## src/zbt_video_pkg.sv

```systemverilog
package zbt_video_pkg;

   //////////////////////////////
   // memory geometry
   //////////////////////////////

   // one ZBT bank has 2^19 words of 36 bits
   localparam int addr_w = 19;
   localparam int word_w = 36;

   //////////////////////////////
   // default XGA 1024x768 timing
   //////////////////////////////

   // horizontal, in pixel clocks
   localparam int def_h_active     = 1024;
   localparam int def_h_sync_start = 1048;
   localparam int def_h_sync_end   = 1184;
   localparam int def_h_total      = 1344;

   // vertical, in lines
   localparam int def_v_active     = 768;
   localparam int def_v_sync_start = 777;
   localparam int def_v_sync_end   = 783;
   localparam int def_v_total      = 806;

   // how far ahead of the beam the memory is read, in pixels
   localparam int def_lookahead    = 8;

   //////////////////////////////
   // video data types
   //////////////////////////////

   // one grey pixel
   typedef logic [7:0] pixel_t;

   // word address into the ZBT
   typedef logic [addr_w-1:0] vram_addr_t;

   // one memory word, seen either as raw pin data or as four pixels
   // pixel 0 sits in the top byte below the spare nibble
   // and is shown first on screen
   typedef union packed {
      // raw bits as they travel on the ram data bus
      logic [word_w-1:0] raw;
      // display view
      struct packed {
         // not used for video, written as zero
         logic [3:0]   spare;
         pixel_t [0:3] px;
      } pix;
   } vram_word_u;

endpackage

```

## src/xga_timing.sv

```systemverilog
`timescale 1ns/1ps

module xga_timing #(
   parameter int h_active     = zbt_video_pkg::def_h_active,
   parameter int h_sync_start = zbt_video_pkg::def_h_sync_start,
   parameter int h_sync_end   = zbt_video_pkg::def_h_sync_end,
   parameter int h_total      = zbt_video_pkg::def_h_total,
   parameter int v_active     = zbt_video_pkg::def_v_active,
   parameter int v_sync_start = zbt_video_pkg::def_v_sync_start,
   parameter int v_sync_end   = zbt_video_pkg::def_v_sync_end,
   parameter int v_total      = zbt_video_pkg::def_v_total
) (
   input  logic        clk,
   input  logic        reset,
   output logic [10:0] hcount,
   output logic [9:0]  vcount,
   output logic        hsync,
   output logic        vsync,
   output logic        blank
);

   // separate blank flags per direction
   logic hblank;
   logic vblank;
   logic next_hblank;
   logic next_vblank;

   // horizontal events, true on the last pixel before the change
   logic hblank_on;
   logic hsync_on;
   logic hsync_off;
   logic hreset;

   // vertical events, only at the end of a line
   logic vblank_on;
   logic vsync_on;
   logic vsync_off;
   logic vreset;

   assign hblank_on = (hcount == 11'(h_active - 1));
   assign hsync_on  = (hcount == 11'(h_sync_start - 1));
   assign hsync_off = (hcount == 11'(h_sync_end - 1));
   assign hreset    = (hcount == 11'(h_total - 1));

   assign vblank_on = hreset && (vcount == 10'(v_active - 1));
   assign vsync_on  = hreset && (vcount == 10'(v_sync_start - 1));
   assign vsync_off = hreset && (vcount == 10'(v_sync_end - 1));
   assign vreset    = hreset && (vcount == 10'(v_total - 1));

   // blank state for the next pixel
   // so the registered blank lines up with the counters
   assign next_hblank = hreset ? 1'b0 : (hblank_on ? 1'b1 : hblank);
   assign next_vblank = vreset ? 1'b0 : (vblank_on ? 1'b1 : vblank);

   always_ff @(posedge clk) begin
      if (reset) begin
         hcount <= '0;
         vcount <= '0;
         hblank <= 1'b0;
         vblank <= 1'b0;
         hsync  <= 1'b1;
         vsync  <= 1'b1;
         blank  <= 1'b0;
      end else begin
         hcount <= hreset ? '0 : hcount + 11'd1;
         // line counter steps once per line
         if (hreset) begin
            vcount <= vreset ? '0 : vcount + 10'd1;
         end
         hblank <= next_hblank;
         vblank <= next_vblank;
         // syncs are active low
         hsync  <= hsync_on ? 1'b0 : (hsync_off ? 1'b1 : hsync);
         vsync  <= vsync_on ? 1'b0 : (vsync_off ? 1'b1 : vsync);
         blank  <= next_hblank | next_vblank;
      end
   end

   // counters never leave the frame
   hcount_in_line : assert property (@(posedge clk) disable iff (reset)
      hcount < 11'(h_total));
   vcount_in_frame : assert property (@(posedge clk) disable iff (reset)
      vcount < 10'(v_total));

endmodule

```

## src/vram_fetch.sv

```systemverilog
`timescale 1ns/1ps

module vram_fetch #(
   parameter int h_total   = zbt_video_pkg::def_h_total,
   parameter int v_total   = zbt_video_pkg::def_v_total,
   parameter int lookahead = zbt_video_pkg::def_lookahead
) (
   input  logic                       clk,
   input  logic                       reset,
   input  logic [10:0]                hcount,
   input  logic [9:0]                 vcount,
   output zbt_video_pkg::vram_addr_t  fetch_addr,
   input  zbt_video_pkg::vram_word_u  read_word,
   output zbt_video_pkg::pixel_t      vr_pixel
);

   //////////////////////////////
   // look-ahead position
   //////////////////////////////

   // beam position lookahead pixels from now
   logic [10:0] hcount_f;
   logic [9:0]  vcount_f;
   // look-ahead runs past the end of the line
   logic        wrap;

   assign wrap = (hcount >= 11'(h_total - lookahead));

   always_comb begin
      if (!wrap) begin
         // same line further right
         hcount_f = hcount + 11'(lookahead);
         vcount_f = vcount;
      end else begin
         // start of the following line
         hcount_f = hcount - 11'(h_total - lookahead);
         vcount_f = (vcount == 10'(v_total - 1)) ? '0 : vcount + 10'd1;
      end
   end

   // one word holds four pixels so the low two bits drop out
   assign fetch_addr = {1'b0, vcount_f, hcount_f[9:2]};

   //////////////////////////////
   // read data capture
   //////////////////////////////

   // word as it came back from the memory
   zbt_video_pkg::vram_word_u fetched_word;
   // word whose pixels are on screen now
   zbt_video_pkg::vram_word_u display_word;

   // address presented at low bits 3 is on the pins at 0
   // and its data shows on the bus at 2
   // requests at low bits 2 may be lost to pattern writes
   always_ff @(posedge clk) begin
      if (hcount[1:0] == 2'd2) begin
         fetched_word <= read_word;
      end
   end

   // hand over at the end of a group
   // so all four pixels of the next group come from one word
   always_ff @(posedge clk) begin
      if (hcount[1:0] == 2'd3) begin
         display_word <= fetched_word;
      end
   end

   // pixel n of the word on the n-th clock of its group
   assign vr_pixel = display_word.pix.px[hcount[1:0]];

   // the display word only moves at a group boundary
   display_word_held : assert property (@(posedge clk) disable iff (reset)
      (hcount[1:0] != 2'd3) |=> $stable(display_word));

endmodule

```

## src/pattern_writer.sv

```systemverilog
`timescale 1ns/1ps

module pattern_writer (
   input  logic                       clk,
   input  logic                       reset,
   input  logic                       stripe_wide,
   input  logic                       write_taken,
   output zbt_video_pkg::vram_addr_t  write_addr,
   output zbt_video_pkg::vram_word_u  write_word
);

   // grey level shared by all four pixels of the word
   zbt_video_pkg::pixel_t stripe;

   //////////////////////////////
   // address counter
   //////////////////////////////

   // sweeps the whole bank and rolls over at 2^19
   // waits on the current word until the port uses its slot
   always_ff @(posedge clk) begin
      if (reset) begin
         write_addr <= '0;
      end else if (write_taken) begin
         write_addr <= write_addr + 1'b1;
      end
   end

   //////////////////////////////
   // stripe data
   //////////////////////////////

   // narrow stripes change every 8 words
   // wide stripes every 16 words
   // low nibble of each pixel stays dark
   assign stripe = stripe_wide ? {write_addr[7:4], 4'b0000}
                               : {write_addr[6:3], 4'b0000};

   always_comb begin
      write_word.pix.spare = 4'b0000;
      write_word.pix.px    = {4{stripe}};
   end

endmodule

```

## src/zbt_port.sv

```systemverilog
`timescale 1ns/1ps

module zbt_port (
   input  logic                                  clk,
   input  logic                                  reset,
   input  logic                                  blank,
   input  logic [10:0]                           hcount,
   input  logic                                  pattern_write_en,
   input  zbt_video_pkg::vram_addr_t             fetch_addr,
   input  zbt_video_pkg::vram_addr_t             write_addr,
   input  zbt_video_pkg::vram_word_u             write_word,
   output logic                                  write_taken,
   output zbt_video_pkg::vram_word_u             read_word,
   output logic [zbt_video_pkg::addr_w-1:0]      ram_address,
   output logic                                  ram_we_b,
   output logic                                  ram_cen_b,
   output logic [zbt_video_pkg::word_w-1:0]      ram_data_out,
   output logic                                  ram_data_oe,
   input  logic [zbt_video_pkg::word_w-1:0]      ram_data_in
);

   // this cycle belongs to the pattern writer
   logic                      write_slot;
   // write word next to the address on the pins
   zbt_video_pkg::vram_word_u word_q;
   // write word and enable one cycle later
   zbt_video_pkg::vram_word_u word_s1;
   logic                      oe_s1;

   // slot at low bits 2 during blanking
   // the useful read of each group is requested at low bits 3
   assign write_slot  = blank && (hcount[1:0] == 2'd2) && pattern_write_en;
   assign write_taken = write_slot;

   //////////////////////////////
   // request onto the pins
   //////////////////////////////

   always_ff @(posedge clk) begin
      ram_address <= write_slot ? write_addr : fetch_addr;
      word_q      <= write_word;
   end

   always_ff @(posedge clk) begin
      if (reset) begin
         ram_we_b    <= 1'b1;
         ram_cen_b   <= 1'b0;
         oe_s1       <= 1'b0;
         ram_data_oe <= 1'b0;
      end else begin
         ram_we_b    <= !write_slot;
         // clock enable stays active so the pipeline never stalls
         ram_cen_b   <= 1'b0;
         // bus turns around two cycles after the write command
         oe_s1       <= !ram_we_b;
         ram_data_oe <= oe_s1;
      end
   end

   //////////////////////////////
   // write data pipeline
   //////////////////////////////

   always_ff @(posedge clk) begin
      word_s1      <= word_q;
      ram_data_out <= word_s1.raw;
   end

   // read data goes straight through, the fetch stage picks its cycle
   assign read_word = ram_data_in;

   // data bus driven exactly in the ZBT write data cycle
   write_data_latency : assert property (@(posedge clk) disable iff (reset)
      ram_data_oe == !$past(ram_we_b, 2));

endmodule

```

## src/zbt_video_top.sv

```systemverilog
`timescale 1ns/1ps

module zbt_video_top #(
   parameter int h_active     = zbt_video_pkg::def_h_active,
   parameter int h_sync_start = zbt_video_pkg::def_h_sync_start,
   parameter int h_sync_end   = zbt_video_pkg::def_h_sync_end,
   parameter int h_total      = zbt_video_pkg::def_h_total,
   parameter int v_active     = zbt_video_pkg::def_v_active,
   parameter int v_sync_start = zbt_video_pkg::def_v_sync_start,
   parameter int v_sync_end   = zbt_video_pkg::def_v_sync_end,
   parameter int v_total      = zbt_video_pkg::def_v_total,
   parameter int lookahead    = zbt_video_pkg::def_lookahead
) (
   input  logic                                  clk,
   input  logic                                  reset,
   input  logic                                  pattern_write_en,
   input  logic                                  stripe_wide,
   input  logic                                  test_bars,
   output logic [zbt_video_pkg::addr_w-1:0]      ram_address,
   output logic                                  ram_we_b,
   output logic                                  ram_cen_b,
   output logic [zbt_video_pkg::word_w-1:0]      ram_data_out,
   output logic                                  ram_data_oe,
   input  logic [zbt_video_pkg::word_w-1:0]      ram_data_in,
   output zbt_video_pkg::pixel_t                 vga_pixel,
   output logic                                  vga_blank_b,
   output logic                                  vga_hsync,
   output logic                                  vga_vsync
);

   // raster state
   logic [10:0] hcount;
   logic [9:0]  vcount;
   logic        hsync;
   logic        vsync;
   logic        blank;

   // memory traffic between the blocks
   zbt_video_pkg::vram_addr_t fetch_addr;
   zbt_video_pkg::vram_word_u read_word;
   zbt_video_pkg::vram_addr_t write_addr;
   zbt_video_pkg::vram_word_u write_word;
   logic                      write_taken;
   zbt_video_pkg::pixel_t     vr_pixel;

   //////////////////////////////
   // blocks
   //////////////////////////////

   xga_timing #(
      .h_active     (h_active),
      .h_sync_start (h_sync_start),
      .h_sync_end   (h_sync_end),
      .h_total      (h_total),
      .v_active     (v_active),
      .v_sync_start (v_sync_start),
      .v_sync_end   (v_sync_end),
      .v_total      (v_total)
   ) timing (
      .clk    (clk),
      .reset  (reset),
      .hcount (hcount),
      .vcount (vcount),
      .hsync  (hsync),
      .vsync  (vsync),
      .blank  (blank)
   );

   vram_fetch #(
      .h_total   (h_total),
      .v_total   (v_total),
      .lookahead (lookahead)
   ) fetch (
      .clk        (clk),
      .reset      (reset),
      .hcount     (hcount),
      .vcount     (vcount),
      .fetch_addr (fetch_addr),
      .read_word  (read_word),
      .vr_pixel   (vr_pixel)
   );

   pattern_writer writer (
      .clk         (clk),
      .reset       (reset),
      .stripe_wide (stripe_wide),
      .write_taken (write_taken),
      .write_addr  (write_addr),
      .write_word  (write_word)
   );

   zbt_port port (
      .clk              (clk),
      .reset            (reset),
      .blank            (blank),
      .hcount           (hcount),
      .pattern_write_en (pattern_write_en),
      .fetch_addr       (fetch_addr),
      .write_addr       (write_addr),
      .write_word       (write_word),
      .write_taken      (write_taken),
      .read_word        (read_word),
      .ram_address      (ram_address),
      .ram_we_b         (ram_we_b),
      .ram_cen_b        (ram_cen_b),
      .ram_data_out     (ram_data_out),
      .ram_data_oe      (ram_data_oe),
      .ram_data_in      (ram_data_in)
   );

   //////////////////////////////
   // output register
   //////////////////////////////

   // hardwired bars are 64 pixels wide in 8 grey steps
   always_ff @(posedge clk) begin
      vga_pixel <= test_bars ? {hcount[8:6], 5'b00000} : vr_pixel;
   end

   // sync and blank take the same single register as the pixel
   always_ff @(posedge clk) begin
      if (reset) begin
         vga_blank_b <= 1'b0;
         vga_hsync   <= 1'b1;
         vga_vsync   <= 1'b1;
      end else begin
         vga_blank_b <= !blank;
         vga_hsync   <= hsync;
         vga_vsync   <= vsync;
      end
   end

endmodule

```

## config.mk

```make
export PLATFORM = sky130hd
export DESIGN_NAME = zbt_video_top
export DESIGN_NICKNAME = d
export VERILOG_FILES = /design/src/zbt_video_pkg.sv /design/src/xga_timing.sv /design/src/vram_fetch.sv /design/src/pattern_writer.sv /design/src/zbt_port.sv /design/src/zbt_video_top.sv
export SDC_FILE = /design/constraint.sdc
export NUM_CORES = 1
export LEC_CHECK = 0
export BUFFER_PORTS_ARGS = -buffer_cell sky130_fd_sc_hd__buf_2
export CORE_MARGIN = 3
export CORE_UTILIZATION = 24
export DETAILED_ROUTE_END_ITERATION = 10
export PLACE_DENSITY = 0.43
export SLEW_MARGIN = 10
export SYNTH_ARGS = -nofsm -noshare
export SYNTH_HDL_FRONTEND = slang
export SYNTH_SLANG_ARGS = --single-unit
```

## constraint.sdc

```tcl
create_clock -name clk -period 10.1 [get_ports clk]
set_input_delay 0.505 -clock clk [delete_from_list [all_inputs] [get_ports clk]]
set_output_delay 0.505 -clock clk [all_outputs]
set_load 0.05 [all_outputs]
```

==> impl_metrics.json, run 1 <==
{
  "gp_routability_congestion": 0.8007,
  "antenna_found_initial": 0,
  "clock.fmax_ghz": 0.3018,
  "fp.dieH_um": 165.0,
  "yosysTopAreaCell": "edfxtp_1",
  "fill_cells": 2529,
  "irDropWorstVdd_mv": 0.08798,
  "slew_headroom_pct": 30.80,
  "r2r_end": "writer.write_addr[9]",
  "clock_sinks": 154,
  "synth_top_area_share_pct": 31.67,
  "critPathKind": "reg2reg",
  "yosys.cell_types.count": 52,
  "areaGrowthSynthToFinish_pct": 19.38,
  "finalSetupTns_ns": 0,
  "io_buffers": 84,
  "grt-ovfl-total": 0,
  "synth-edff-count": 64,
  "holdCritStartpoint": "ram_data_in[27]",
  "htreeDepth": 4,
  "min_path_type": "in2reg",
  "start_util_pct": 24.66,
  "tightest_slew_ns": 1.038,
  "cp-start-kind": "register",
  "post-route-period-util_pct": 32.80,
  "yosys_most_used_dff": "dfxtp_1",
  "cts_resized": 0,
  "outcome": "finished clean",
  "syn_area_per_cell_um2": 11.76,
  "crit_fanout": 19,
  "syn_area_um2": 6068,
  "ys_async_sr_fraction_pct": 0,
  "setup_viol": 0,
  "rsz0062_at_grt": "no",
  "cts_buffer_depth": 2,
  "core_area_um2": 24600,
  "skew_ns": 0.01149,
  "fin_area_um2": 7244,
  "nets": 637,
  "synth_seq_cells": 154,
  "cts-root-buf": "clkbuf_16",
  "layout_commonest_cell": "dfxtp_1",
  "arrival_ns": 3.59,
  "cts_made_buffers": 17,
  "routedWlPerCell_um": 13.49,
  "via_per_inst": 4.137,
  "cts_setup_buffers": 0,
  "diodes": 0,
  "grt_pass1_vias": 3856,
  "hold_viol": 0,
  "cts_tree": "built",
  "hold_buffers": 0,
  "p_leak_nw": 2.756,
  "min_path_cells": 1,
  "grt_pass1_wl_um": 20210,
  "dr_total_vias": 3814,
  "maxSlewViolCount": 0,
  "syn_inst": 516,
  "wl_um": 12440,
  "dp_hpwl_um": 8392,
  "finalCriticalPeriod_ns": 3.313,
  "track_usage_pct": 9.602,
  "place_area_um2": 6636,
  "cp.required_ns": 10.38,
  "io_pins": 110,
  "drc": 0,
  "whs_endpoint": "fetch.fetched_word[27]",
  "drive_gt1_share_pct": 24.08,
  "first_pass_iters": 4,
  "drt-initial-drc-count": 197,
  "cap_viol_max_count": 0,
  "yosys_warnings": 0,
  "timing.rr.start": "timing.hcount[1]",
  "synth-seq-area-share_pct": 61.36,
  "reg2reg_setup_slack_ns": 6.79,
  "dieWidth_um": 165.0,
  "final_cell_mix": "dfxtp_1, buf_2, edfxtp_1",
  "rows": 57,
  "synth.top_cells.by_area": "edfxtp_1, dfxtp_1, buf_4",
  "worstRegToRegCells": 6,
  "powerDensity_nw_per_um2": 191.0,
  "critPathCaptureType": "register",
  "die-area_um2": 27230,
  "clk_latency_ns": 0.43,
  "cts.clk_slew.worst_paths_ns": 0.08,
  "grt_max_degree": 42,
  "ant_nets": 0
}
cells in the mapped netlist, drive strengths merged (2+ instances only):
master and count:
dfxtp 90, edfxtp 64, nor2 57, buf 41, nand2 33, xor2 26
a21oi 21, nand3 20, o21ai 17, clkbuf 15, nor2b 13, ha 11
xnor2 11, inv 9, mux4 8, a31oi 7, mux2 7, nand4 7
nor3 7, and4 5, nor4 5, and2 4, and3 4, nand2b 4
a41oi 3, or2 3, or3b 3, or4 3, a211oi 2, nand3b 2
o211ai 2, o21a 2
cells by family after synthesis:
family / synth area share [%]
and+or+nand+nor: 14.60
DFF: 61.36
buffers and inverters: 6.289
AOI/OAI and AO/OA: 5.814
xor gates and xnor gates: 5.340
muxes: 4.268
adders and majority gates: 2.268
other: 0.06180
critical path, cell delays in order, from the launching register on:
cell     delay [ns]
dfxtp_1        0.71
ha_1           0.28
nand3_1        0.56
nor3_1         0.91
or3b_2         0.51
xor2_1         0.14
nor2_1         0.05
how the worst max path moves through the flow:
stage                     slack [ns]        startpoint              endpoint  cells past startpoint
after floorplan                 6.78  timing.hcount[0]  writer.write_addr[9]                      8
after global placement          6.73  timing.hcount[1]  writer.write_addr[9]                      6
after detailed placement        6.73  timing.hcount[1]  writer.write_addr[9]                      6
after CTS                       6.72  timing.hcount[1]  writer.write_addr[9]                      6
after global routing            6.30  timing.hcount[0]   port.ram_address[7]                     12
final                           6.79  timing.hcount[1]  writer.write_addr[9]                      6
layout make-up:
cell class	count	area (um^2)	area share, %
timing repair buffer	86	435.4	6.010
tap	324	405.4	5.596
inverter	9	33.78	0.4663
multi-input combinational	317	2038	28.13
sequential	154	3724	51.40
clock inverter	15	182.7	2.522
clock buffer	17	425.4	5.872
through the flow:
step	setup WS [ns]	total power, mW	util (%)	hold WS, ns	cells
2_1_floorplan	6.782	0.7395	-	0.3096	536
3_3_place_gp	6.729	0.7522	26.97	0.3102	890
3_5_place_dp	6.726	0.7533	26.97	0.3121	890
4_1_cts	6.716	1.407	29.44	0.2220	922
5_1_grt	6.297	1.439	29.44	0.2151	922
6_report	6.787	1.384	29.44	0.2424	922
sequential cells by signal, summed over array words and instances, names as in the netlist:
name,flops
timing.hcount,11
timing.hsync,1
timing.hblank,1
timing.vcount,10
vga_hsync,1
timing.vblank,1
port.ram_we_b,1
port.ram_address,19
timing.vsync,1
port.ram_data_out,4
vga_blank_b,1
port.oe_s1,1
vga_vsync,1
fetch.display_word,32
port.word_q,4
port.word_s1,4
vga_pixel,8
port.ram_data_oe,1
writer.write_addr,19
timing.blank,1
fetch.fetched_word,32
report_power, final:
part | internal [mW] | switching (mW)
Clock | 0.337 | 0.309
Sequential | 0.665 | 0.00811
Combinational | 0.0171 | 0.0468
routing by layer:
metal	vias up	global-route usage [%]	wire length, um
met5	-	0	0
met4	0	3.698	210
met3	20	3.035	810
met2	114	15.08	5674
met1	1789	12.32	5745
li1	1891	-	-
Power figures use the tool's default switching activity.
==> run 2: changes to the inputs <==
==> constraint.sdc (replaced) <==
create_clock -name clk -period 3.3 [get_ports clk]
set_input_delay 0.165 -clock clk [delete_from_list [all_inputs] [get_ports clk]]
set_output_delay 0.165 -clock clk [all_outputs]
set_load 0.05 [all_outputs]
==> run 2 against run 1 <==
Net effect: worst setup slack worse by 6.5 ns; register-to-register slack worse by 6.5 ns; largest cell class unchanged; count of clock-buffer cells in the layout unchanged; first-iteration DRC count down 37%; critical path type unchanged.
==> impl_metrics.json, run 2 (synthesis gave the netlist of run 1 again) <==
{
  "crit_path_top_delay_cell": "dfxtp_1",
  "regArea_um2": 3724,
  "p_int_mw": 3.213,
  "final_cell_mix": "dfxtp_1, buf_2, edfxtp_1",
  "seqPwrFrac_pct": 47.8,
  "stdcell_count": 965,
  "grt_pass1_wl_um": 20500,
  "slew_headroom_pct": 34.28,
  "fill_cells": 2474,
  "cts_made_buffers": 17,
  "cts_buffer_depth": 2,
  "cap_viol_max_count": 0,
  "cts-root-buf": "clkbuf_16",
  "start_util_pct": 24.66,
  "critPathCaptureType": "register",
  "maxSlewViolCount": 0,
  "grt_max_degree": 42,
  "combPwrFrac_pct": 5.6,
  "place_ws_ns": 0.3302,
  "hold_viol": 0,
  "gp_routability_congestion": 0.7848,
  "diodes": 0,
  "post-route-util_pct": 31.16,
  "crit_family": "compound AO/OA/AOI/OAI gates",
  "drc": 0,
  "clk_latency_ns": 0.43,
  "dieWidth_um": 165.0,
  "rsz0062_at_grt": "no",
  "outcome": "finished clean",
  "dp_hpwl_um": 8623,
  "grt-ovfl-total": 0,
  "via_per_inst": 4.159,
  "layout_commonest_cell": "dfxtp_1",
  "nets": 680,
  "dr_total_vias": 4013,
  "setup_slack_ns": 0.3288,
  "setup_viol": 0,
  "cp-start-kind": "register",
  "wl_um": 12630,
  "critical_path.max_stage_delay_ns": 0.39,
  "p_clk_share_pct": 46.7,
  "tightest_slew_ns": 0.9768,
  "cts_tree": "built",
  "critPathKind": "reg2reg",
  "p_leak_nw": 2.952,
  "path_buf_inv": 1,
  "placed_cells": 901,
  "first_pass_iters": 4,
  "irDropWorstVdd_mv": 0.2744,
  "rows": 57,
  "htreeDepth": 4,
  "ant_nets": 0,
  "crit_fanout": 8,
  "routedWlPerCell_um": 13.08,
  "netSwitchingFraction_pct": 25.16,
  "finalSetupTns_ns": 0,
  "drt-initial-drc-count": 124,
  "grt_pass1_vias": 3870,
  "track_usage_pct": 9.772,
  "clock_sinks": 154,
  "multi_input_area_um2": 2043,
  "areaGrowthSynthToFinish_pct": 26.35,
  "skew_ns": 0.009666,
  "fp.dieH_um": 165.0,
  "arrival_ns": 3.25,
  "io_pins": 110,
  "io_buffers": 84,
  "reg_top3": "fetch.display_word x32, fetch.fetched_word x32",
  "drive_gt1_share_pct": 24.49,
  "cts.clk_slew.worst_paths_ns": 0.07,
  "min_path_type": "in2reg",
  "crit_chain": "ha_1 > a211oi_1 > o211ai_2 > nand2_1 > inv_1 > ha_1 > a31oi_1 > nor2b_1 > o21ai_0 > xnor2_1 > o21ai_0",
  "powerDensity_nw_per_um2": 559.8,
  "switchingPower_mw": 1.080,
  "finalCriticalPeriod_ns": 2.971,
  "post-route-period-util_pct": 90.04,
  "hold_ws_ns": 0.04597,
  "die-area_um2": 27230,
  "core_area_um2": 24600,
  "clock.fmax_ghz": 0.3366,
  "cp.required_ns": 3.58,
  "antenna_found_initial": 0
}
[run 2: cell count changes in the layout (fill, tap and decap cells not counted), sizes merged]
cell | before | now
buf | 86 | 97
bufinv | 0 | 1
clkinv | 6 | 7
clkinvlp | 1 | 0
inv | 17 | 16
dlygate4sd3 | 0 | 32
[run 2: power by group through the flow]
stage / sequential [mW] / clock, mW / combinational, mW
2_1_floorplan: 2.12 / 0 / 0.139
3_3_place_gp: 2.09 / 0 / 0.212
3_5_place_dp: 2.09 / 0 / 0.214
4_1_cts: 2.05 / 2.07 / 0.243
5_1_grt: 2.05 / 2.16 / 0.261
6_report: 2.05 / 2.00 / 0.239
[run 2: timing repair]
| item | 4_1_cts | 5_1_grt |
|---|---|---|
| hold buffers | 32 | 0 |
| endpoints found under the hold margin | 32 | 0 |
| gates resized for setup | 0 | 0 |
| setup buffers | 0 | 0 |
| setup endpoints to repair | 0 | 0 |
[run 2: final cells by class]
cell class	instances	share of cell area, %
well taps	324	5.287
clock buffers	17	5.548
repair buffers	129	10.93
inverters	9	0.4406
multi-input cells	317	26.65
flip-flops and latches	154	48.56
clock inverters	15	2.578
[run 2: path summary, 6_finish.rpt]
path	start	endpoint	slack (ns)	depth (start not counted)
hold / removal	stripe_wide	port.word_q[28]	0.05	2
setup reg to reg	timing.hcount[3]	port.ram_address[7]	0.33	11
hold reg to reg	port.word_q[30]	port.word_s1[30]	0.33	0
setup / recovery	timing.hcount[3]	port.ram_address[7]	0.33	11
[run 2: routing by layer]
metal  GRT usage [%]  part of all wire [%]  wire (um)  vias up
li1                -                     -          -     1996
met1           12.59                    46       5857     1886
met2           15.67                    47       5979      119
met3           2.935                   4.9        620       12
met4           3.202                   1.3        167        0
met5               0                     0          0        -
[run 2: per-stage QoR]
step	cell area [um^2]	total power, mW
floorplan	6146	2.264
global placement	6724	2.304
detailed placement	6724	2.308
CTS	7667	4.367
global route	7667	4.478
finish	7667	4.292
==> run 3: changes to the inputs <==
--- a/config.mk
+++ b/config.mk
@@ -9,7 +9,7 @@
 export CORE_MARGIN = 3
 export CORE_UTILIZATION = 24
 export DETAILED_ROUTE_END_ITERATION = 10
-export PLACE_DENSITY = 0.43
+export PLACE_DENSITY_LB_ADDON = 0.2
 export SLEW_MARGIN = 10
 export SYNTH_ARGS = -nofsm -noshare
 export SYNTH_HDL_FRONTEND = slang
==> run 3 against run 2 <==
Net effect: first-iteration DRC count increased by 91%; clock skew fell by 0.0011 ns; via count is 0.27% lower; hold slack gained 0.013 ns; critical path depth stayed put; total power barely moved; largest cell class unchanged.
==> impl_metrics.json, run 3 (synthesis gave the netlist of run 1 again) <==
{
  "finalSetupTns_ns": 0,
  "first_pass_iters": 4,
  "grt-ovfl-total": 0,
  "timing.rr.start": "timing.hcount[3]",
  "core_area_um2": 24600,
  "die-area_um2": 27230,
  "maxSlewViolCount": 0,
  "dr_total_vias": 4002,
  "cts_made_buffers": 17,
  "clock.fmax_ghz": 0.3435,
  "drt-initial-drc-count": 237,
  "io_buffers": 84,
  "dp_hpwl_um": 8636,
  "cp-start-kind": "register",
  "powerDensity_nw_per_um2": 561.0,
  "netSwitchingFraction_pct": 23.94,
  "ant_nets": 0,
  "drc": 0,
  "cts.clk_slew.worst_paths_ns": 0.06,
  "antenna_found_initial": 0,
  "htreeDepth": 4,
  "critPathCaptureType": "register",
  "p_int_mw": 3.264,
  "seqPwrFrac_pct": 47.8,
  "fill_cells": 2492,
  "post-route-period-util_pct": 88.22,
  "io_pins": 110,
  "hold_viol": 0,
  "areaGrowthSynthToFinish_pct": 26.06,
  "grt_pass1_vias": 3992,
  "r2r_end": "port.ram_address[7]",
  "outcome": "finished clean",
  "start_util_pct": 24.66,
  "cp.required_ns": 3.61,
  "track_usage_pct": 9.772,
  "min_path_cells": 2,
  "layout_commonest_cell": "dfxtp_1",
  "p_leak_nw": 2.946,
  "dieWidth_um": 165.0,
  "irDropWorstVdd_mv": 0.2821,
  "arrival_ns": 3.22,
  "clock_sinks": 154,
  "critPathKind": "reg2reg",
  "grt_pass1_wl_um": 20490,
  "holdCritStartpoint": "stripe_wide",
  "nets": 680,
  "cts-root-buf": "clkbuf_16",
  "min_path_type": "in2reg",
  "cts_setup_buffers": 0,
  "cts_buffer_depth": 2,
  "wl_um": 12640,
  "place_ws_ns": 0.3398,
  "setup_viol": 0,
  "skew_ns": 0.008522,
  "cts_tree": "built",
  "reg2reg_setup_slack_ns": 0.39,
  "slew_headroom_pct": 43.95,
  "drive_gt1_share_pct": 24.34,
  "tightest_slew_ns": 0.8362,
  "diodes": 0,
  "crit_fanout": 8,
  "via_per_inst": 4.147,
  "reg_top3": "fetch.display_word x32, fetch.fetched_word x32",
  "rsz0062_at_grt": "no",
  "worstRegToRegCells": 11,
  "routedWlPerCell_um": 13.10,
  "cap_viol_max_count": 0,
  "final_cell_mix": "dfxtp_1, buf_2, edfxtp_1",
  "whs_endpoint": "port.word_q[23]",
  "rows": 57,
  "p_clk_share_pct": 46.6,
  "grt_max_degree": 42,
  "setup_slack_ns": 0.3887,
  "combPwrFrac_pct": 5.6,
  "finalCriticalPeriod_ns": 2.911,
  "fp.dieH_um": 165.0,
  "clk_latency_ns": 0.42,
  "gp_routability_congestion": 0.8135,
  "switchingPower_mw": 1.027
}
[run 3: cell types whose count changed in the layout (fill, tap and decap cells not counted)]
cell	previous run	this run
inv_6	4	5
ha_1	9	10
ha_2	2	1
bufinv_16	1	2
clkinv_4	2	1
clkinvlp_4	0	2
clkinv_2	0	1
clkinv_8	5	1
[run 3: timing repair]
action / in CTS / in global routing
endpoints found under the setup margin: 0 / 0
gates resized for setup: 0 / 0
hold buffers: 32 / 0
endpoints found under the hold margin: 32 / 0
[run 3: per-layer routing]
metal	track usage, %	vias to the layer above	wire length [um]
met4	3.317	0	182
li1	-	1981	-
met5	0	-	0
met3	3.562	15	807
met1	12.46	1874	5954
met2	15.30	132	5694
[run 3: area by class of cell]
| cell class | instances | area (um^2) | area share [%] |
|---|---|---|---|
| well taps | 324 | 405.4 | 5.299 |
| flip-flops and latches | 154 | 3724 | 48.68 |
| clock buffers | 17 | 425.4 | 5.561 |
| multi-input cells | 317 | 2041 | 26.68 |
| repair buffers | 129 | 838.3 | 10.96 |
| inverters | 9 | 33.78 | 0.4416 |
| clock inverters | 15 | 182.7 | 2.388 |
[run 3: critical path: stages (launching register included)]
cell and delay (ns):
dfxtp_1 0.39, ha_1 0.31, a211oi_1 0.36, o211ai_2 0.26, nand2_1 0.21, inv_1 0.18
ha_1 0.36, a31oi_1 0.26, nor2b_1 0.07, o21ai_0 0.19, xnor2_1 0.14, o21ai_0 0.09
[run 3: power groups by stage]
stage,Clock [mW],Combinational (mW),Sequential [mW]
after detailed placement,0,0.216,2.09
after global routing,2.16,0.261,2.05
after CTS,2.06,0.246,2.05
final,2.00,0.241,2.05
after floorplan,0,0.139,2.12
after global placement,0,0.216,2.09
[run 3: how the worst max path moves through the flow]
stage	to	start
2_1_floorplan	writer.write_addr[9]	timing.hcount[0]
3_3_place_gp	port.ram_address[7]	timing.hcount[3]
3_5_place_dp	port.ram_address[7]	timing.hcount[3]
4_1_cts	port.ram_address[7]	timing.hcount[3]
5_1_grt	port.ram_address[7]	timing.hcount[3]
6_report	port.ram_address[7]	timing.hcount[3]
[run 3: through the flow]
step / utilization (%) / power, mW / cell area, um^2 / cells / hold slack, ns
floorplan: - / 2.264 / 6146 / 536 / 0.2366
detailed placement: 27.32 / 2.309 / 6721 / 901 / 0.3121
finish: 31.09 / 4.291 / 7650 / 965 / 0.05930
CTS: 31.09 / 4.359 / 7650 / 965 / 0.04523
global placement: 27.32 / 2.307 / 6721 / 901 / 0.3110
global route: 31.09 / 4.472 / 7650 / 965 / 0.04482
